File: config.mk
export PLATFORM = sky130hd
export DESIGN_NAME = reg_interface_flat
export DESIGN_NICKNAME = d
export VERILOG_FILES = /design/src/common/vid_pkg.sv /design/src/common/vram_port_if.sv /design/src/common/xr_bus_if.sv /design/src/verilog/reg_interface.sv /design/src/flat_wrapper.sv
export SDC_FILE = /design/constraint.sdc
export NUM_CORES = 1
export LEC_CHECK = 0
export ABC_AREA = 1
export ABC_CLOCK_PERIOD_IN_PS = 3150
export BUFFER_PORTS_ARGS = -buffer_cell sky130_fd_sc_hd__buf_2
export CAP_MARGIN = 15
export CORE_ASPECT_RATIO = 0.8
export CORE_UTILIZATION = 55
export DETAILED_ROUTE_END_ITERATION = 8
export GPL_ROUTABILITY_DRIVEN = 0
export PLACE_DENSITY = 0.76
export RECOVER_POWER = 100
export SKIP_LAST_GASP = 1
export SYNTH_ARGS = -nofsm -noshare
export SYNTH_HDL_FRONTEND = slang
export SYNTH_SLANG_ARGS = --single-unit
File: constraint.sdc
create_clock -name clk -period 3.15 [get_ports clk]
set_input_delay 0.4725 -clock clk [delete_from_list [all_inputs] [get_ports clk]]
set_output_delay 0.4725 -clock clk [all_outputs]
set_load 0.02 [all_outputs]
File: src/common/vid_pkg.sv
// video controller definitions
`default_nettype none

package vid_pkg;

typedef logic [15:0] word_t;            // cpu and vram data word
typedef logic [15:0] addr_t;            // vram or xr address

typedef struct packed {
    logic [3:0] r;
    logic [3:0] g;
    logic [3:0] b;
} rgb_t;                                // 4:4:4 colour

typedef logic [4:0] hcount_t;           // covers H_TOTAL
typedef logic [3:0] vcount_t;           // covers V_TOTAL

localparam int VRAM_AW          = 10;   // 1024 words

// tiny fixed video mode
localparam int H_VISIBLE        = 16;
localparam int H_TOTAL          = 24;
localparam int V_VISIBLE        = 8;
localparam int V_TOTAL          = 12;
localparam int HSYNC_START      = 18;
localparam int HSYNC_END        = 21;   // first pixel after hsync
localparam int VSYNC_LINE       = 9;
localparam int WORDS_PER_LINE   = 4;    // 16 pixels at 4 bpp

// cpu bus register numbers
localparam logic [3:0] REG_VRAM_WADDR   = 4'd0;
localparam logic [3:0] REG_VRAM_DATA    = 4'd1;
localparam logic [3:0] REG_VRAM_RADDR   = 4'd2;
localparam logic [3:0] REG_VRAM_RDATA   = 4'd3;
localparam logic [3:0] REG_XR_ADDR      = 4'd4;
localparam logic [3:0] REG_XR_DATA      = 4'd5;
localparam logic [3:0] REG_INT          = 4'd6;

// xr register map
localparam logic [7:0] XR_START_ADDR    = 8'h00;
localparam logic [7:0] XR_PALETTE_BASE  = 8'h10;    // 16 entries up to 0x1F

// interrupt vector bits
localparam int INT_VBLANK       = 0;

endpackage

`default_nettype wire

File: src/common/vram_port_if.sv
// cpu side vram port
`default_nettype none
`timescale 1ns/1ns

interface vram_port_if;
    logic               sel;        // held until ack
    logic               wr;         // 1 write, 0 read
    vid_pkg::addr_t     addr;
    vid_pkg::word_t     wdata;
    logic               ack;        // one cycle pulse
    vid_pkg::word_t     rdata;      // valid with ack

    modport req (
        output sel,
        output wr,
        output addr,
        output wdata,
        input  ack,
        input  rdata
    );

    modport mem (
        input  sel,
        input  wr,
        input  addr,
        input  wdata,
        output ack,
        output rdata
    );
endinterface

`default_nettype wire

File: src/common/xr_bus_if.sv
// xr configuration bus
`default_nettype none
`timescale 1ns/1ns

interface xr_bus_if;
    logic               wr;         // write strobe, one cycle
    logic [7:0]         addr;       // xr register number
    vid_pkg::word_t     wdata;
    vid_pkg::word_t     rdata;      // combinational from addr

    modport ctrl (
        output wr,
        output addr,
        output wdata,
        input  rdata
    );

    modport periph (
        input  wr,
        input  addr,
        input  wdata,
        output rdata
    );
endinterface

`default_nettype wire

File: src/verilog/reg_interface.sv
// cpu register interface
`default_nettype none
`timescale 1ns/1ns

module reg_interface (
    input  wire logic           clk,
    input  wire logic           reset_i,
    input  wire logic           bus_cs_n_i,     // chip select, active low
    input  wire logic           bus_rd_nwr_i,   // 1 read, 0 write
    input  wire logic [3:0]     bus_reg_num_i,
    input  wire logic           bus_bytesel_i,  // 0 even (high) byte
    input  wire logic [7:0]     bus_data_i,
    output logic      [7:0]     bus_data_o,
    output logic                bus_intr_o,     // one cycle strobe
    input  wire logic           vblank_i,
    vram_port_if.req            vram,
    xr_bus_if.ctrl              xr
);

logic               cs_n_q;         // chip select last cycle
logic               cs_start;       // first low cycle of access
logic               wr_even;
logic               wr_odd;
logic               start_wr;       // begin vram write
logic               start_rd;       // begin vram read
logic [7:0]         data_hi;        // latched even byte
vid_pkg::word_t     wr_word;        // full word on odd byte
vid_pkg::addr_t     wr_addr;        // auto increments
vid_pkg::addr_t     rd_addr;
vid_pkg::word_t     rd_buf;         // vram read buffer
vid_pkg::word_t     xr_rd;          // xr read-back
vid_pkg::word_t     rd_word;        // word shown on reads
logic               busy;           // vram access in flight
logic [3:0]         intr_mask;
logic [3:0]         intr_status;    // pending
logic [3:0]         intr_sig;
logic [3:0]         intr_clr;

assign cs_start = cs_n_q && !bus_cs_n_i;
assign wr_even  = cs_start && !bus_rd_nwr_i && !bus_bytesel_i;
assign wr_odd   = cs_start && !bus_rd_nwr_i && bus_bytesel_i;
assign wr_word  = { data_hi, bus_data_i };
assign start_wr = wr_odd && !busy && (bus_reg_num_i == vid_pkg::REG_VRAM_DATA);
assign start_rd = wr_odd && !busy && (bus_reg_num_i == vid_pkg::REG_VRAM_RADDR);
assign intr_clr = (wr_odd && bus_reg_num_i == vid_pkg::REG_INT) ? bus_data_i[3:0] : 4'h0;

always_comb begin
    intr_sig                        = 4'h0;
    intr_sig[vid_pkg::INT_VBLANK]   = vblank_i;
end

// register read mux
always_comb begin
    case (bus_reg_num_i)
        vid_pkg::REG_VRAM_WADDR:    rd_word = wr_addr;
        vid_pkg::REG_VRAM_RADDR:    rd_word = rd_addr;
        vid_pkg::REG_VRAM_RDATA:    rd_word = rd_buf;
        vid_pkg::REG_XR_ADDR:       rd_word = { 8'h00, xr.addr };
        vid_pkg::REG_XR_DATA:       rd_word = xr_rd;
        vid_pkg::REG_INT:           rd_word = { 4'h0, intr_mask, busy, 3'b000, intr_status };
        default:                    rd_word = '0;
    endcase
end

always_ff @(posedge clk) begin
    if (reset_i) begin
        cs_n_q      <= 1'b1;
        busy        <= 1'b0;
        vram.sel    <= 1'b0;
        vram.wr     <= 1'b0;
        xr.wr       <= 1'b0;
        xr.addr     <= '0;
        wr_addr     <= '0;
        rd_addr     <= '0;
        intr_mask   <= 4'h0;
        intr_status <= 4'h0;
        bus_intr_o  <= 1'b0;
    end else begin
        cs_n_q      <= bus_cs_n_i;
        // strobe only on a new, enabled, not yet pending source
        bus_intr_o  <= |(intr_sig & intr_mask & ~intr_status);
        intr_status <= (intr_status | intr_sig) & ~intr_clr;
        if (wr_even && bus_reg_num_i == vid_pkg::REG_INT) begin
            intr_mask <= bus_data_i[3:0];
        end
        // finish vram access, busy drops a cycle after sel
        if (vram.sel && vram.ack) begin
            vram.sel <= 1'b0;
            vram.wr  <= 1'b0;
            if (vram.wr) begin
                wr_addr <= wr_addr + 16'd1;
            end else begin
                rd_addr <= rd_addr + 16'd1;
            end
        end else if (!vram.sel) begin
            busy <= 1'b0;
        end
        if (start_wr || start_rd) begin
            vram.sel <= 1'b1;
            vram.wr  <= start_wr;
            busy     <= 1'b1;
        end
        if (start_rd) begin
            rd_addr <= wr_word;
        end
        if (wr_odd && bus_reg_num_i == vid_pkg::REG_VRAM_WADDR) begin
            wr_addr <= wr_word;
        end
        if (wr_odd && bus_reg_num_i == vid_pkg::REG_XR_ADDR) begin
            xr.addr <= wr_word[7:0];
        end
        xr.wr <= wr_odd && (bus_reg_num_i == vid_pkg::REG_XR_DATA);
    end
end

// data path
always_ff @(posedge clk) begin
    if (wr_even) begin
        data_hi <= bus_data_i;
    end
    if (start_wr || start_rd) begin
        vram.addr  <= start_wr ? wr_addr : wr_word;
        vram.wdata <= wr_word;
    end
    if (wr_odd) begin
        xr.wdata <= wr_word;
    end
    if (vram.sel && vram.ack && !vram.wr) begin
        rd_buf <= vram.rdata;
    end
    xr_rd      <= xr.rdata;                                     // a cycle behind addr
    bus_data_o <= bus_bytesel_i ? rd_word[7:0] : rd_word[15:8];
end

endmodule

`default_nettype wire

File: src/flat_wrapper.sv
// flat-port wrapper written by rule: the top's interface ports become plain ports
module reg_interface_flat 
  (clk, reset_i, bus_cs_n_i, bus_rd_nwr_i, bus_reg_num_i, bus_bytesel_i, bus_data_i, bus_data_o, bus_intr_o, vblank_i, vram_sel, vram_wr, vram_addr, vram_wdata, vram_ack, vram_rdata, xr_wr, xr_addr, xr_wdata, xr_rdata);
  vram_port_if vram_i ();
  xr_bus_if xr_i ();
  input  wire logic clk;
  input  wire logic reset_i;
  input  wire logic bus_cs_n_i;
  input  wire logic bus_rd_nwr_i;
  input  wire logic [3:0] bus_reg_num_i;
  input  wire logic bus_bytesel_i;
  input  wire logic [7:0] bus_data_i;
  output logic      [7:0] bus_data_o;
  output logic bus_intr_o;
  input  wire logic vblank_i;
  output wire logic [$bits(vram_i.sel)-1:0] vram_sel;
  output wire logic [$bits(vram_i.wr)-1:0] vram_wr;
  output wire logic [$bits(vram_i.addr)-1:0] vram_addr;
  output wire logic [$bits(vram_i.wdata)-1:0] vram_wdata;
  input wire logic [$bits(vram_i.ack)-1:0] vram_ack;
  input wire logic [$bits(vram_i.rdata)-1:0] vram_rdata;
  output wire logic [$bits(xr_i.wr)-1:0] xr_wr;
  output wire logic [$bits(xr_i.addr)-1:0] xr_addr;
  output wire logic [$bits(xr_i.wdata)-1:0] xr_wdata;
  input wire logic [$bits(xr_i.rdata)-1:0] xr_rdata;
  assign vram_sel = vram_i.sel;
  assign vram_wr = vram_i.wr;
  assign vram_addr = vram_i.addr;
  assign vram_wdata = vram_i.wdata;
  assign vram_i.ack = vram_ack;
  assign vram_i.rdata = vram_rdata;
  assign xr_wr = xr_i.wr;
  assign xr_addr = xr_i.addr;
  assign xr_wdata = xr_i.wdata;
  assign xr_i.rdata = xr_rdata;
  reg_interface u_core (.clk(clk), .reset_i(reset_i), .bus_cs_n_i(bus_cs_n_i), .bus_rd_nwr_i(bus_rd_nwr_i), .bus_reg_num_i(bus_reg_num_i), .bus_bytesel_i(bus_bytesel_i), .bus_data_i(bus_data_i), .bus_data_o(bus_data_o), .bus_intr_o(bus_intr_o), .vblank_i(vblank_i), .vram(vram_i), .xr(xr_i));
endmodule
==> run summary <==
outcome: complete, but fails checks
violations in the final reports: max-capacitance violations, max-slew violations
DRC: 0
Synth Area per Inst: 8.38 µm²
CTS tree: done
setup ws final: 0.646 ns
Crit path max-delay family: simple AND/OR/NAND/NOR gates
Final HPWL DP: 12.7 mm
internal power: 3140 µW
RSZ-0062 raised after global routing: false
TritonRoute pass-1 iters: 6
normalized max-slew margin: -0.0548
Reg2Reg Depth: 6
largest net degree at the start of global routing: 35
CP Data Arrival Time: 2.62 ns
period utilization: 0.795
Seq/Total Area, Yosys: 0.579
CP Launch Point: u_core.cs_n_q$_SDFF_PP1_
final max-slew violation count: 35
buffers and inverters on the worst path: 1
flops & latches, synth: 150
leak pwr: 0.00307 µW
post-route ant nets: 0
DP Worst Slack: 0.702 ns
sw frac: 0.228
Antenna diodes: 0
r2r endpoint: u_core.vram.addr[11]$_DFFE_PP_
Design Power: 4070 µW
post-synth cell types: 29
Period minus WS final: 2.50 ns
Clock Latency Late Sink: 0.42 ns
I/O Buffers: 118
die footprint: 0.0121 mm²
crit end category: register
pwr dens: 539 mW/mm²
prevailing post-synth register cell: dfxtp_1
row cnt: 34
WL final: 17.9 mm
area leader, netlist: edfxtp_1
via count: 5883
layout cells sized above 1: 0.0864
first-pass GRT wire length: 27.6 mm
Layout Skew: 0.00737 ns
post-synth top area share: 0.336
clock power share: 0.448
Setup crit start kind: register
worst hold slack: 0.150 ns
critical path depth: 6
Cell Chain, Critical Path: nand3_1, nor2_1, nand4_1, clkbuf_1, nand2_1, o21ai_0
ys async rst share: 0
CTS Buffer Depth: 2
die width: 123 µm
r2r setup slk: 0.65 ns
Sequential Power Share: 0.512
Core Footprint: 0.0111 mm²
clock transition at the registers of the reported paths: 0.06 ns
I/O pin total: 119
GRT Util Overall: 0.306
synth top area cells: edfxtp_1, dfxtp_1, nand2_1
Post-synth EDFFs: 72
post_cts resized: 0
setup_tns: 0 ns
Fin. Hold Viols: 0
Slew @ Worst Pin: 1.58 ns
CTS H-tree depth: 4
# clock sinks: 150
via-per-instance ratio: 5.62
DIE HEIGHT: 98.7 µm
kind of critical path: register to register
slowest CP cell: nor2_1
CP endpoint: u_core.vram.addr[11]$_DFFE_PP_
synthesized instance count: 767
DR WL/cell: 17.1 µm
crit-path max cell delay: 0.59 ns
initial core utilization: 0.579
fin nets: 943
Worst EP required: 3.26 ns
initial antenna violation count: 0
Comb pwr share: 0.039
final core utilization: 0.681
Setup violations, final: 0
max frequency: 0.399 GHz
Post-CTS Setup Bufs: 0
CP max FO: 33
Hold-fix buffers, CTS: 0
Num CTS Buffers: 17
Worst R2R Start: u_core.cs_n_q$_SDFF_PP1_
vias in the first global route: 5292
Starting DRT DRC Count: 686
P&R area growth vs syn: 17.6%
CTS root buffer: clkbuf_16
switching pwr: 928 µW
HP Class: primary input to register
Yosys warnings: 0
Syn Nets: 820
Mapped Area: 0.00643 mm²
peak supply drop: 0.529 mV
Max Cap Violations: 1
GRT overflow: 0
metal layers:
metal / vias to the layer above / GRT usage / part of all wire
li1: 2761 / - / -
met1: 2708 / 0.426 / 0.41
met2: 367 / 0.472 / 0.45
met3: 47 / 0.0527 / 0.11
met4: 0 / 0.129 / 0.026
met5: - / 0 / 0
synthesized netlist by cell type (6+ instances only):
library cell and n:
a21oi_1 17, buf_2 8, clkbuf_1 12, dfxtp_1 78, edfxtp_1 72, inv_1 78, nand2_1 225, nand3_1 80
nand4_1 11, nor2_1 85, nor2_2 7, o21ai_0 56, o22ai_1 10, xor2_1 6
power groups by stage:
| stage | sequential [µW] | combinational [µW] | clock (µW) |
|---|---|---|---|
| after global placement | 2130 | 160 | 0 |
| after CTS | 2090 | 164 | 1820 |
| after detailed placement | 2130 | 163 | 0 |
| after floorplan | 2140 | 63.6 | 0 |
| final | 2090 | 160 | 1830 |
| after global routing | 2090 | 174 | 1920 |
layout by cell type (no fill, tap or decap):
master / synthesis / layout
o221ai_1: 1 / 1
a211oi_1: 1 / 1
xor2_1: 6 / 6
nor2_4: 1 / 1
xnor2_1: 1 / 1
nor3_2: 1 / 1
o21ai_0: 56 / 56
clkbuf_1: 12 / 87
clkbuf_16: 0 / 17
and2_0: 0 / 1
nor3_1: 3 / 3
inv_1: 78 / 79
or2_0: 1 / 1
nand2_1: 225 / 226
ha_1: 2 / 2
clkbuf_8: 0 / 1
nor2_2: 7 / 2
nand4_2: 1 / 1
nand4_1: 11 / 11
clkinvlp_4: 0 / 2
edfxtp_1: 72 / 72
nor2_1: 85 / 90
buf_2: 8 / 38
o211ai_1: 3 / 3
clkinv_2: 0 / 4
nand3_1: 80 / 80
o22ai_1: 10 / 10
nand3_2: 1 / 1
dfxtp_1: 78 / 78
buf_4: 2 / 4
inv_6: 0 / 2
clkinv_4: 0 / 3
a21oi_1: 17 / 17
inv_2: 2 / 1
cells by family (layout without fill, tap and decap cells):
kind of cell,count (synthesis),count (layout),synth area share
compound gates,88,88,0.0726
xor+xnor,7,7,0.00953
fa+ha+maj,2,2,0.00389
buf+inv,102,238,0.0623
flops,150,150,0.579
simple gates,418,418,0.273
per-stage QoR:
stage,cells,instance area [µm²]
5_1_grt,1047,7560
6_report,1047,7560
2_1_floorplan,767,6430
3_3_place_gp,1015,7160
4_1_cts,1047,7690
3_5_place_dp,1015,7160
sequential cells by signal, indices dropped and copies added, names as in the netlist:
signal / count
u_core.xr.addr: 8
u_core.intr_status: 4
u_core.xr.wr: 1
u_core.xr.wdata: 16
u_core.intr_mask: 4
u_core.bus_intr_o: 1
u_core.cs_n_q: 1
u_core.vram.wdata: 16
u_core.busy: 1
u_core.data_hi: 8
u_core.vram.addr: 16
u_core.vram.sel: 1
u_core.rd_addr: 16
u_core.wr_addr: 16
u_core.rd_buf: 16
u_core.xr_rd: 16
u_core.vram.wr: 1
u_core.bus_data_o: 8
worst min-delay path by stage:
stage | from | end | slack (ns) | cells after the start
3_3_place_gp | u_core.intr_mask[0]$_SDFFE_PP0P_ | u_core.bus_intr_o$_SDFF_PP0_ | 0.44 | 2
3_5_place_dp | u_core.intr_status[1]$_SDFF_PP0_ | u_core.intr_status[1]$_SDFF_PP0_ | 0.45 | 2
4_1_cts | xr_rdata[1] | u_core.xr_rd[1]$_DFF_P_ | 0.14 | 1
2_1_floorplan | u_core.intr_mask[0]$_SDFFE_PP0P_ | u_core.bus_intr_o$_SDFF_PP0_ | 0.41 | 2
5_1_grt | xr_rdata[2] | u_core.xr_rd[2]$_DFF_P_ | 0.14 | 1
6_report | xr_rdata[1] | u_core.xr_rd[1]$_DFF_P_ | 0.15 | 1
layout make-up:
type / instances / area [µm²]
clock inverters: 11 / 78.8
clock buffers: 21 / 450
well taps: 144 / 180
inverters: 80 / 300
repair buffers: 126 / 536
multi-input cells: 515 / 2290
fillers: 907 / 3540
flip-flops and latches: 150 / 3720
Power figures use the tool's default switching activity.
