File: config.mk
export PLATFORM = sky130hd
export DESIGN_NAME = video_regs_flat
export DESIGN_NICKNAME = d
export VERILOG_FILES = /design/src/common/vid_pkg.sv /design/src/common/xr_bus_if.sv /design/src/video/video_regs.sv /design/src/flat_wrapper.sv
export SDC_FILE = /design/constraint.sdc
export NUM_CORES = 1
export LEC_CHECK = 0
export BUFFER_PORTS_ARGS = -buffer_cell sky130_fd_sc_hd__buf_2
export CAP_MARGIN = 10
export CORE_UTILIZATION = 30
export DETAILED_ROUTE_END_ITERATION = 10
export GPL_TIMING_DRIVEN = 0
export PLACE_DENSITY_LB_ADDON = 0.1
export SLEW_MARGIN = 5
export SYNTH_ARGS = -nofsm -noshare
export SYNTH_HDL_FRONTEND = slang
export SYNTH_SLANG_ARGS = --single-unit
export TNS_END_PERCENT = 30
File: constraint.sdc
create_clock -name clk -period 2.8 [get_ports clk]
set_input_delay 0.42 -clock clk [delete_from_list [all_inputs] [get_ports clk]]
set_output_delay 0.42 -clock clk [all_outputs]
set_load 0.05 [all_outputs]
File: src/common/vid_pkg.sv
// video controller definitions
`default_nettype none

package vid_pkg;

typedef logic [15:0] word_t;            // cpu and vram data word
typedef logic [15:0] addr_t;            // vram or xr address

typedef struct packed {
    logic [3:0] r;
    logic [3:0] g;
    logic [3:0] b;
} rgb_t;                                // 4:4:4 colour

typedef logic [4:0] hcount_t;           // covers H_TOTAL
typedef logic [3:0] vcount_t;           // covers V_TOTAL

localparam int VRAM_AW          = 10;   // 1024 words

// tiny fixed video mode
localparam int H_VISIBLE        = 16;
localparam int H_TOTAL          = 24;
localparam int V_VISIBLE        = 8;
localparam int V_TOTAL          = 12;
localparam int HSYNC_START      = 18;
localparam int HSYNC_END        = 21;   // first pixel after hsync
localparam int VSYNC_LINE       = 9;
localparam int WORDS_PER_LINE   = 4;    // 16 pixels at 4 bpp

// cpu bus register numbers
localparam logic [3:0] REG_VRAM_WADDR   = 4'd0;
localparam logic [3:0] REG_VRAM_DATA    = 4'd1;
localparam logic [3:0] REG_VRAM_RADDR   = 4'd2;
localparam logic [3:0] REG_VRAM_RDATA   = 4'd3;
localparam logic [3:0] REG_XR_ADDR      = 4'd4;
localparam logic [3:0] REG_XR_DATA      = 4'd5;
localparam logic [3:0] REG_INT          = 4'd6;

// xr register map
localparam logic [7:0] XR_START_ADDR    = 8'h00;
localparam logic [7:0] XR_PALETTE_BASE  = 8'h10;    // 16 entries up to 0x1F

// interrupt vector bits
localparam int INT_VBLANK       = 0;

endpackage

`default_nettype wire

File: src/common/xr_bus_if.sv
// xr configuration bus
`default_nettype none
`timescale 1ns/1ns

interface xr_bus_if;
    logic               wr;         // write strobe, one cycle
    logic [7:0]         addr;       // xr register number
    vid_pkg::word_t     wdata;
    vid_pkg::word_t     rdata;      // combinational from addr

    modport ctrl (
        output wr,
        output addr,
        output wdata,
        input  rdata
    );

    modport periph (
        input  wr,
        input  addr,
        input  wdata,
        output rdata
    );
endinterface

`default_nettype wire

File: src/video/video_regs.sv
// video configuration registers
`default_nettype none
`timescale 1ns/1ns

module video_regs (
    input  wire logic           clk,
    input  wire logic           reset_i,
    xr_bus_if.periph            xr,
    input  wire logic [3:0]     pix_index_i,
    output vid_pkg::rgb_t       color_o,        // registered lookup
    output vid_pkg::addr_t      start_addr_o
);

vid_pkg::rgb_t      palette [0:15];
logic               start_hit;
logic               pal_hit;

assign start_hit = (xr.addr == vid_pkg::XR_START_ADDR);
assign pal_hit   = (xr.addr[7:4] == vid_pkg::XR_PALETTE_BASE[7:4]);     // 0x10..0x1F

always_ff @(posedge clk) begin
    if (reset_i) begin
        start_addr_o <= '0;
        for (int i = 0; i < 16; i++) begin
            palette[i] <= '0;
        end
    end else if (xr.wr) begin
        if (start_hit) begin
            start_addr_o <= xr.wdata;
        end else if (pal_hit) begin
            palette[xr.addr[3:0]] <= vid_pkg::rgb_t'(xr.wdata[11:0]);
        end
    end
end

// pixel colour, one cycle
always_ff @(posedge clk) begin
    color_o <= palette[pix_index_i];
end

// read-back
always_comb begin
    if (start_hit) begin
        xr.rdata = start_addr_o;
    end else if (pal_hit) begin
        xr.rdata = { 4'h0, palette[xr.addr[3:0]] };
    end else begin
        xr.rdata = '0;
    end
end

endmodule

`default_nettype wire

File: src/flat_wrapper.sv
// flat-port wrapper written by rule: the top's interface ports become plain ports
module video_regs_flat 
  (clk, reset_i, pix_index_i, color_o, start_addr_o, xr_wr, xr_addr, xr_wdata, xr_rdata);
  xr_bus_if xr_i ();
  input  wire logic clk;
  input  wire logic reset_i;
  input  wire logic [3:0] pix_index_i;
  output vid_pkg::rgb_t color_o;
  output vid_pkg::addr_t start_addr_o;
  input wire logic [$bits(xr_i.wr)-1:0] xr_wr;
  input wire logic [$bits(xr_i.addr)-1:0] xr_addr;
  input wire logic [$bits(xr_i.wdata)-1:0] xr_wdata;
  output wire logic [$bits(xr_i.rdata)-1:0] xr_rdata;
  assign xr_i.wr = xr_wr;
  assign xr_i.addr = xr_addr;
  assign xr_i.wdata = xr_wdata;
  assign xr_rdata = xr_i.rdata;
  video_regs u_core (.clk(clk), .reset_i(reset_i), .xr(xr_i), .pix_index_i(pix_index_i), .color_o(color_o), .start_addr_o(start_addr_o));
endmodule
==> metrics, run 1 <==
Worst EP arrival around 2.3 ns; Clock Skew between 0.01 and 0.015 ns; die area 38,300 um2; synthesized area per cell roughly 14 um2; total of max-cap violations 0; Final Hold Viols 0; Cell Area, Placed around 12,000 um2; run status completed; RSZ-0062 raised after global routing true; crit path kind input port to output pin; synthesis-stage register bit count 220; Worst Setup End Kind output pin; CP max stage delay approximately 0.37 ns; multi-input logic area ~4700 um2; design internal power about 6000 uW; Seq pwr share a little under half; FMAX between 0.3 and 0.4 GHz; WP buf/inv 4; Crit. Startpoint xr_addr[7]; Synth Instances just under 800; clock latency on the worst-skew pair 0.53 ns; Final GP Congestion 0.813; drt wl/cell around 29 um; CORE AREA between 30,000 and 40,000 um2; antenna fix cells 0; switching pwr 2030 uW; final WL 39.5 mm; register area share after synthesis between 50 and 60%; Netlist cell types 28; Post-synth EDFFs 192; reg2reg start u_core.palette[3][11]; vias in the first global route between 7,000 and 8,000; ys flop type edfxtp_1; CP cell instances buf_2 > nor4b_4 > clkbuf_4 > nor2b_1 > buf_4 > nand3_1 > nand3_1 > buf_2; DRC 0; synthesis-to-finish area growth 16.6%; Nets between 900 and 1,000; CTS buffer count 27; worst slew pin tran between 1 and 1.5 ns; CTS tree yes; initial antenna violation count 2; Mapped Area approximately 11,000 um2; Die Wd 196 um; post-DP HPWL about 28 mm; detailed-route via count approximately 7,300; Slew headroom between 30 and 40%; die height 196 um; # setup viols final 0; Syn Nets 824; worst hold path type input port to flip-flop; clock root buffer clkbuf_16; LEAKAGE ~0.0047 uW; final worst path period need between 2 and 3 ns; share of layout cells above drive strength 1 between 20 and 30%; asr flop ratio synth 0%; Clock transition at path regs ~0.060 ns; Vias/cell 5.28; CP delay by family, top simple AND/OR/NAND/NOR gates; Port Buffers ~70; combinational cell fraction of total power a little under an eighth; CP startpoint kind input port; Filler cells roughly 3,600; row cnt 70; GR Util All Layers 20.8%; I/O Pins 75; Starting Density between 30% and 40%; first-pass GRT wire length approximately 56 mm; Hold-fix buffers, CTS 0; Final period util between 90% and 100%; Worst EP required 2.38 ns; Remaining Overflow, GRT 0; clock share of power 40.4%; clock sinks between 200 and 250; worst IR drop on VDD ~0.00039 V; setup ws final 0.0421 ns; number of iterations in the first detailed-routing pass 8; yosys warns 0; register area roughly 6300 um2; CTS HTree Levels 1; violation count after the first detailed-route iteration 587; switching portion of total power between 20 and 30%; Hold Startpoint xr_wdata[15]; fin area approximately 13,000 um2; highest-delay cell along the critical path nor4b_4; max-slew violation count 0; Post-DRT Antenna Nets 0; PD cells slightly above 600 nW/um2; Clock Path Buffers 3; DP Worst Slack -0.499 ns; crit-path max FO 10; largest net degree at the start of global routing 13
placed cells by master, fill, tap and decap left out, types with 8 or more instances in the layout:
cell type	n
or2_2	16
nand2_1	17
mux2i_1	48
a32oi_1	8
clkbuf_16	27
mux4_2	83
dfxtp_1	28
a22oi_1	19
nand3_1	56
and2_1	195
nor2_1	14
edfxtp_1	192
buf_2	80
buf_4	12
clkbuf_1	52
a21oi_1	16
cell usage after synthesis, types with 2 or more instances:
library cell / instances / share of area [%]
mux2i_1: 48 / 4.3
a22oi_1: 24 / 1.6
nor4_2: 2 / 0.22
or2_2: 16 / 0.89
dfxtp_1: 28 / 5.0
edfxtp_1: 192 / 51
nor2_1: 14 / 0.47
and3_1: 4 / 0.22
buf_2: 22 / 0.98
mux4_2: 83 / 17
a21oi_1: 16 / 0.71
nand2_1: 17 / 0.57
nor3_2: 3 / 0.27
nand2b_1: 2 / 0.11
buf_8: 2 / 0.27
nor2b_1: 4 / 0.22
buf_1: 3 / 0.10
a32oi_1: 12 / 0.93
and2_1: 195 / 11
clkbuf_1: 43 / 1.4
nand3_1: 56 / 2.5
cell families (layout without fill, tap and decap cells):
group | after synthesis | in the layout | share of synthesized area (%)
AO/OA/AOI/OAI | 52 | 52 | 3.24
buffers and inverters | 72 | 192 | 2.94
flip-flops | 220 | 220 | 56.1
multiplexers | 132 | 132 | 21.1
AND/OR/NAND/NOR | 317 | 317 | 16.6
final cells by class:
cell class	count	share of cell area (%)
clock inverter	8	0.447
timing repair buffer	71	2.78
clock buffer	41	5.54
tap	468	4.46
buffer	72	2.92
multi-input combinational	501	35.7
sequential	220	48.1
layer usage:
metal / share of wire, % / GRT usage, % / vias up
met5: 0 / 0 / -
met4: 3.0 / 6.08 / 0
met3: 5.2 / 2.32 / 62
met2: 46 / 33.0 / 238
met1: 45 / 30.1 / 3769
li1: - / - / 3223
flip-flops by register name (all words and copies together), names as in the netlist:
name,count
u_core.start_addr_o,16
u_core.palette,192
u_core.color_o,12
path summary, 6_finish.rpt:
| path | slack (ns) | to | depth (start not counted) |
|---|---|---|---|
| worst min register to register | 0.46 | u_core.start_addr_o[14] | 2 |
| worst min-delay path | 0.15 | u_core.start_addr_o[15] | 3 |
| worst max-delay path | 0.04 | xr_rdata[10] | 8 |
| worst max register to register | 1.18 | u_core.color_o[11] | 2 |
per-stage QoR:
| step | hold slack (ns) | total power [uW] | cells | utilization (%) | setup TNS (ns) |
|---|---|---|---|---|---|
| 3_3_place_gp | 0.459 | 4800 | 1330 | 33.2 | -4.52 |
| 2_1_floorplan | 0.568 | 4420 | 793 | - | 0 |
| 5_1_grt | 0.157 | 8210 | 1381 | 35.7 | -0.0694 |
| 3_5_place_dp | 0.457 | 4800 | 1330 | 33.2 | -4.61 |
| 4_1_cts | 0.132 | 8050 | 1381 | 35.7 | 0 |
| 6_report | 0.152 | 7970 | 1381 | 35.7 | 0 |
power by group through the flow:
stage | Combinational [uW] | Clock (uW) | Sequential [uW]
global placement | 924 | 0 | 3870
detailed placement | 923 | 0 | 3880
CTS | 944 | 3300 | 3810
global route | 976 | 3400 | 3830
floorplan | 478 | 0 | 3950
finish | 937 | 3220 | 3810
worst reg2reg max path, cell delays in order (launching register included):
cell and delay [ns]:
edfxtp_1 0.40, mux4_2 0.54, mux4_2 0.55
what timing repair did:
| action | in CTS | in global routing |
|---|---|---|
| resized for setup | 31 | 8 |
| hold endpoints to repair | 0 | 0 |
| setup endpoints to repair | 12 | 7 |
| setup buffers | 2 | 0 |
| pin swaps | 2 | 1 |
Power figures use the tool's default switching activity.
==> run 2, diff against run 1 <==
--- a/config.mk
+++ b/config.mk
@@ -8,9 +8,11 @@
 export BUFFER_PORTS_ARGS = -buffer_cell sky130_fd_sc_hd__buf_2
 export CAP_MARGIN = 10
 export CORE_UTILIZATION = 30
+export CTS_CLUSTER_DIAMETER = 200
 export DETAILED_ROUTE_END_ITERATION = 10
 export GPL_TIMING_DRIVEN = 0
 export PLACE_DENSITY_LB_ADDON = 0.1
+export RECOVER_POWER = 25
 export SLEW_MARGIN = 5
 export SYNTH_ARGS = -nofsm -noshare
 export SYNTH_HDL_FRONTEND = slang
==> metrics, run 2 (synthesis gave the netlist of run 1 again) <==
run status completed; worst slew pin tran about 1.2 ns; final WL 39.6 mm; share of layout cells above drive strength 1 23.2%; Top reg by flops u_core.palette; DRC 0; crit-path max FO 10; grt peak-use layer met2; Cell Area, Placed roughly 12,000 um2; Worst EP arrival approximately 2.4 ns; total of max-cap violations 0; LEAKAGE between 0.004 and 0.005 uW; largest net degree at the start of global routing 13; Vias/cell around 5.3; row cnt 70; drt wl/cell approximately 29 um; CTS buffer count 27; Nets slightly above 900; R2R setup slack ~1.2 ns; GR Util All Layers 20.8%; Final GP Congestion around 0.81; CTS tree yes; worst IR drop on VDD around 0.00038 V; Remaining Overflow, GRT 0; Clock Path Buffers 3; synthesis-to-finish area growth 16.1%; Placed Instances roughly 1,300; FMAX 0.361 GHz; Final Hold Viols 0; highest-delay cell along the critical path nor4b_4; Clock transition at path regs about 0.06 ns; post-layout util between 30% and 40%; met3 GRT Util about 2.3%; Worst EP required 2.38 ns; Hold Slack between 0.15 and 0.2 ns; Starting Density between 30% and 40%; most frequent cells in the layout 192 x edfxtp_1, 177 x and2_1, 83 x mux4_2, 82 x clkbuf_1, 56 x nand3_1; max FFs per register 192; vias in the first global route between 7,000 and 8,000; CP startpoint kind input port; Clock Skew between 0.01 and 0.015 ns; Largest regs u_core.palette: 192 flops, u_core.start_addr_o: 16 flops, u_core.color_o: 12 flops; Filler cells approximately 3,600; max-slew violation count 0; CP cell instances clkbuf_1 > nor4b_4 > clkbuf_4 > nor2b_1 > buf_4 > nand3_1 > nand3_1 > buf_2; Slew headroom between 20% and 30%; power consumption roughly 8000 uW; die height 196 um; Die Wd 196 um; # setup viols final 0; crit path kind input port to output pin; die area 38,300 um2; Post-DRT Antenna Nets 0; post-DP HPWL ~28 mm; PD cells 608 nW/um2; CP max stage delay around 0.4 ns; post-route insts no fill between 1,000 and 1,500; RSZ-0062 raised after global routing true; detailed-route via count approximately 7,300; violation count after the first detailed-route iteration around 530; Worst Setup End Kind output pin; met2 GRT Util between 30% and 40%; I/O Pins 75; met1 Usage GRT 30.1%; commonest non-fill, non-tap cell in the layout edfxtp_1; fin area around 13,000 um2; initial antenna violation count 2; Port Buffers 69; final worst path period need 2.77 ns; first-pass GRT wire length around 56 mm; CTS HTree Levels 1; Final period util between 90% and 100%; Worst path most repeated cell nand3_1; clock latency on the worst-skew pair 0.53 ns; clock root buffer clkbuf_16; WP buf/inv 4; clock sinks 220; CORE AREA roughly 37,000 um2; worst hold path type input port to flip-flop; number of iterations in the first detailed-routing pass 7; CP delay by family, top simple AND/OR/NAND/NOR gates
## run 2: changes by cell type in the layout (fill, tap and decap cells not counted), sizes merged
| cell | previous run | this run |
|---|---|---|
| clkbuf | 87 | 117 |
| buf | 96 | 66 |
| diode | 0 | 1 |
## run 2: worst register-to-register path, delay by kind of cell, from the launching register on
family  cells  cell delay [ns]
muxes       2             1.08
DFF         1             0.40
## run 2: path summary, 6_finish.rpt
path,cells past startpoint,end,startpoint
setup / recovery,8,xr_rdata[10],xr_addr[7]
hold / removal,3,u_core.start_addr_o[15],xr_wdata[15]
setup reg to reg,2,u_core.color_o[11],u_core.palette[3][11]
hold reg to reg,2,u_core.start_addr_o[14],u_core.start_addr_o[14]
## run 2: metrics by stage
stage / worst slack (ns) / TNS [ns]
floorplan: 0.342 / 0
global placement: -0.457 / -4.52
detailed placement: -0.499 / -4.61
CTS: 0.00529 / 0
global route: -0.0503 / -0.145
finish: 0.0287 / 0
## run 2: metal layers
metal  up-vias  routed length, um
li1       3218                  -
met1      3787              18000
met2       232              18300
met3        58               2110
met4         0               1160
met5         -                  0
## run 2: power by group
group	internal (uW)	switching (uW)
Combinational	329	601
Clock	1870	1350
Sequential	3730	78.8
## run 2: final cells by class
| type | instances | area [um2] | area share [%] |
|---|---|---|---|
| timing repair buffer | 71 | 325 | 2.49 |
| clock inverter | 8 | 58.8 | 0.449 |
| buffer | 72 | 384 | 2.93 |
| antenna | 1 | 2.50 | 0.0191 |
| tap | 468 | 586 | 4.47 |
| sequential | 220 | 6330 | 48.3 |
| multi-input combinational | 501 | 4680 | 35.7 |
| clock buffer | 41 | 728 | 5.56 |
## run 2: timing repair
action / CTS / global route
pin swaps: 2 / 1
buffers inserted: 2 / 0
hold buffers: 0 / 0
endpoints found under the setup margin: 12 / 7
resized for setup: 31 / 8
endpoints found under the hold margin: 0 / 0
==> run 3, diff against run 2 <==
--- a/config.mk
+++ b/config.mk
@@ -11,6 +11,7 @@
 export CTS_CLUSTER_DIAMETER = 200
 export DETAILED_ROUTE_END_ITERATION = 10
 export GPL_TIMING_DRIVEN = 0
+export MAX_ROUTING_LAYER = met4
 export PLACE_DENSITY_LB_ADDON = 0.1
 export RECOVER_POWER = 25
 export SLEW_MARGIN = 5
==> metrics, run 3 (synthesis gave the netlist of run 1 again) <==
Clock Path Buffers 3; power consumption 7970 uW; CTS HTree Levels 1; final worst path period need about 2.9 ns; CP startpoint kind input port; Largest regs u_core.palette: 192 flops, u_core.start_addr_o: 16 flops, u_core.color_o: 12 flops; Cell Area, Placed 12,200 um2; share of layout cells above drive strength 1 23.1%; post-route insts no fill ~1,400; vias in the first global route about 7,400; clock root buffer clkbuf_16; DP Worst Slack -0.499 ns; R2R setup slack about 1.2 ns; clock latency on the worst-skew pair around 0.53 ns; drt wl/cell about 29 um; DRC 0; WP buf/inv 3; PD cells between 600 and 700 nW/um2; antenna fix cells 0; Hold Slack 0.156 ns; violation count after the first detailed-route iteration 613; die area 38,300 um2; failing checks setup timing; fin area ~13,000 um2; FMAX between 0.3 and 0.4 GHz; GR Util All Layers a little over a fifth; clock sinks 220; worst slew pin tran approximately 1.2 ns; Clock transition at path regs 0.06 ns; Nets 924; Slew headroom between 20 and 25%; CP delay by family, top buffers and inverters; register area around 6300 um2; Post-DRT Antenna Nets 0; worst IR drop on VDD 0.000387 V; I/O Pins 75; Clock Skew 0.0128 ns; synthesis-to-finish area growth 16.1%; Worst EP required roughly 2.4 ns; Hold-fix buffers, CTS 0; Placed Instances between 1,000 and 1,500; CTS buffer count 27; CP max stage delay just over 0.5 ns; largest net degree at the start of global routing 13; Top reg by flops u_core.palette; Worst EP arrival 2.44 ns; Die Wd 196 um; multi-input logic area 4670 um2; number of iterations in the first detailed-routing pass 7; Starting Density a little under a third; Final period util 102%; setup ws final -0.0568 ns; CP cell instances buf_2 > buf_6 > mux4_2 > a32oi_1 > nand3_1 > clkbuf_4; row cnt 70; Filler cells 3,612; # setup viols final 1; most frequent cells in the layout 192 x edfxtp_1, 177 x and2_1, 83 x mux4_2, 82 x clkbuf_1, 56 x nand3_1; initial antenna violation count 2; LEAKAGE 0.00457 uW; final WL roughly 40 mm; max-slew violation count 0; CTS tree yes; commonest non-fill, non-tap cell in the layout edfxtp_1; Final GP Congestion ~0.82; highest-delay cell along the critical path mux4_2; post-DP HPWL 28.4 mm; total of max-cap violations 0; crit-path max FO 10; max FFs per register between 150 and 200; first-pass GRT wire length about 56 mm; worst hold path type input port to flip-flop; Port Buffers between 60 and 70; Final Hold Viols 0; run status complete, but fails checks; Vias/cell around 5.3; die height between 150 and 200 um; Worst Setup End Kind output pin; detailed-route via count roughly 7,400; Remaining Overflow, GRT 0; crit path kind input port to output pin; RSZ-0062 raised after global routing true; CORE AREA 36,800 um2
==> run 3: changes by cell type in the layout (fill, tap and decap cells not counted) <==
cell,delta
a32oi_1,+1
diode_2,-1
a32oi_2,-1
==> run 3: area by class of cell <==
type	instances	share of cell area [%]
clock inverter	8	0.450
sequential	220	48.4
buffer	72	2.94
timing repair buffer	71	2.49
multi-input combinational	501	35.7
tap	468	4.48
clock buffer	41	5.57
==> run 3: path summary, 6_finish.rpt <==
| kind | start | to | depth (start not counted) |
|---|---|---|---|
| max | xr_addr[0] | xr_rdata[5] | 6 |
| min | xr_wdata[15] | u_core.start_addr_o[15] | 3 |
| max reg2reg | u_core.palette[11][11] | u_core.color_o[11] | 2 |
| min reg2reg | u_core.start_addr_o[14] | u_core.start_addr_o[14] | 2 |
==> run 3: where the power goes <==
part           leakage, uW  switching, uW  internal [uW]
clock network     0.000379           1360           1870
registers          0.00205           78.9           3730
logic              0.00213            600            329
total              0.00457           2040           5930
==> run 3: metrics by stage <==
| stage | utilization [%] | TNS, ns |
|---|---|---|
| 3_5_place_dp | 33.2 | -4.61 |
| 6_report | 35.6 | -0.0568 |
| 4_1_cts | 35.7 | 0 |
| 2_1_floorplan | - | 0 |
| 3_3_place_gp | 33.2 | -4.52 |
| 5_1_grt | 35.6 | -0.185 |
==> run 3: worst min-delay path: stages <==
cell and delay, ns:
buf_2 0.10, nand3_1 0.06, a21oi_1 0.06
==> run 3: timing repair <==
action | CTS | global route
gates resized for setup | 31 | 7
setup endpoints to repair | 12 | 7
pin swaps | 2 | 1
setup buffers | 2 | 0
==> run 3: routing by layer <==
metal  vias up  routed length [um]  GRT usage, %
li1       3221                   -             -
met1      3835               18300          30.3
met2       255               18100          32.6
met3        55                2010          2.39
met4         0                1270          6.28
met5         -                   0             -
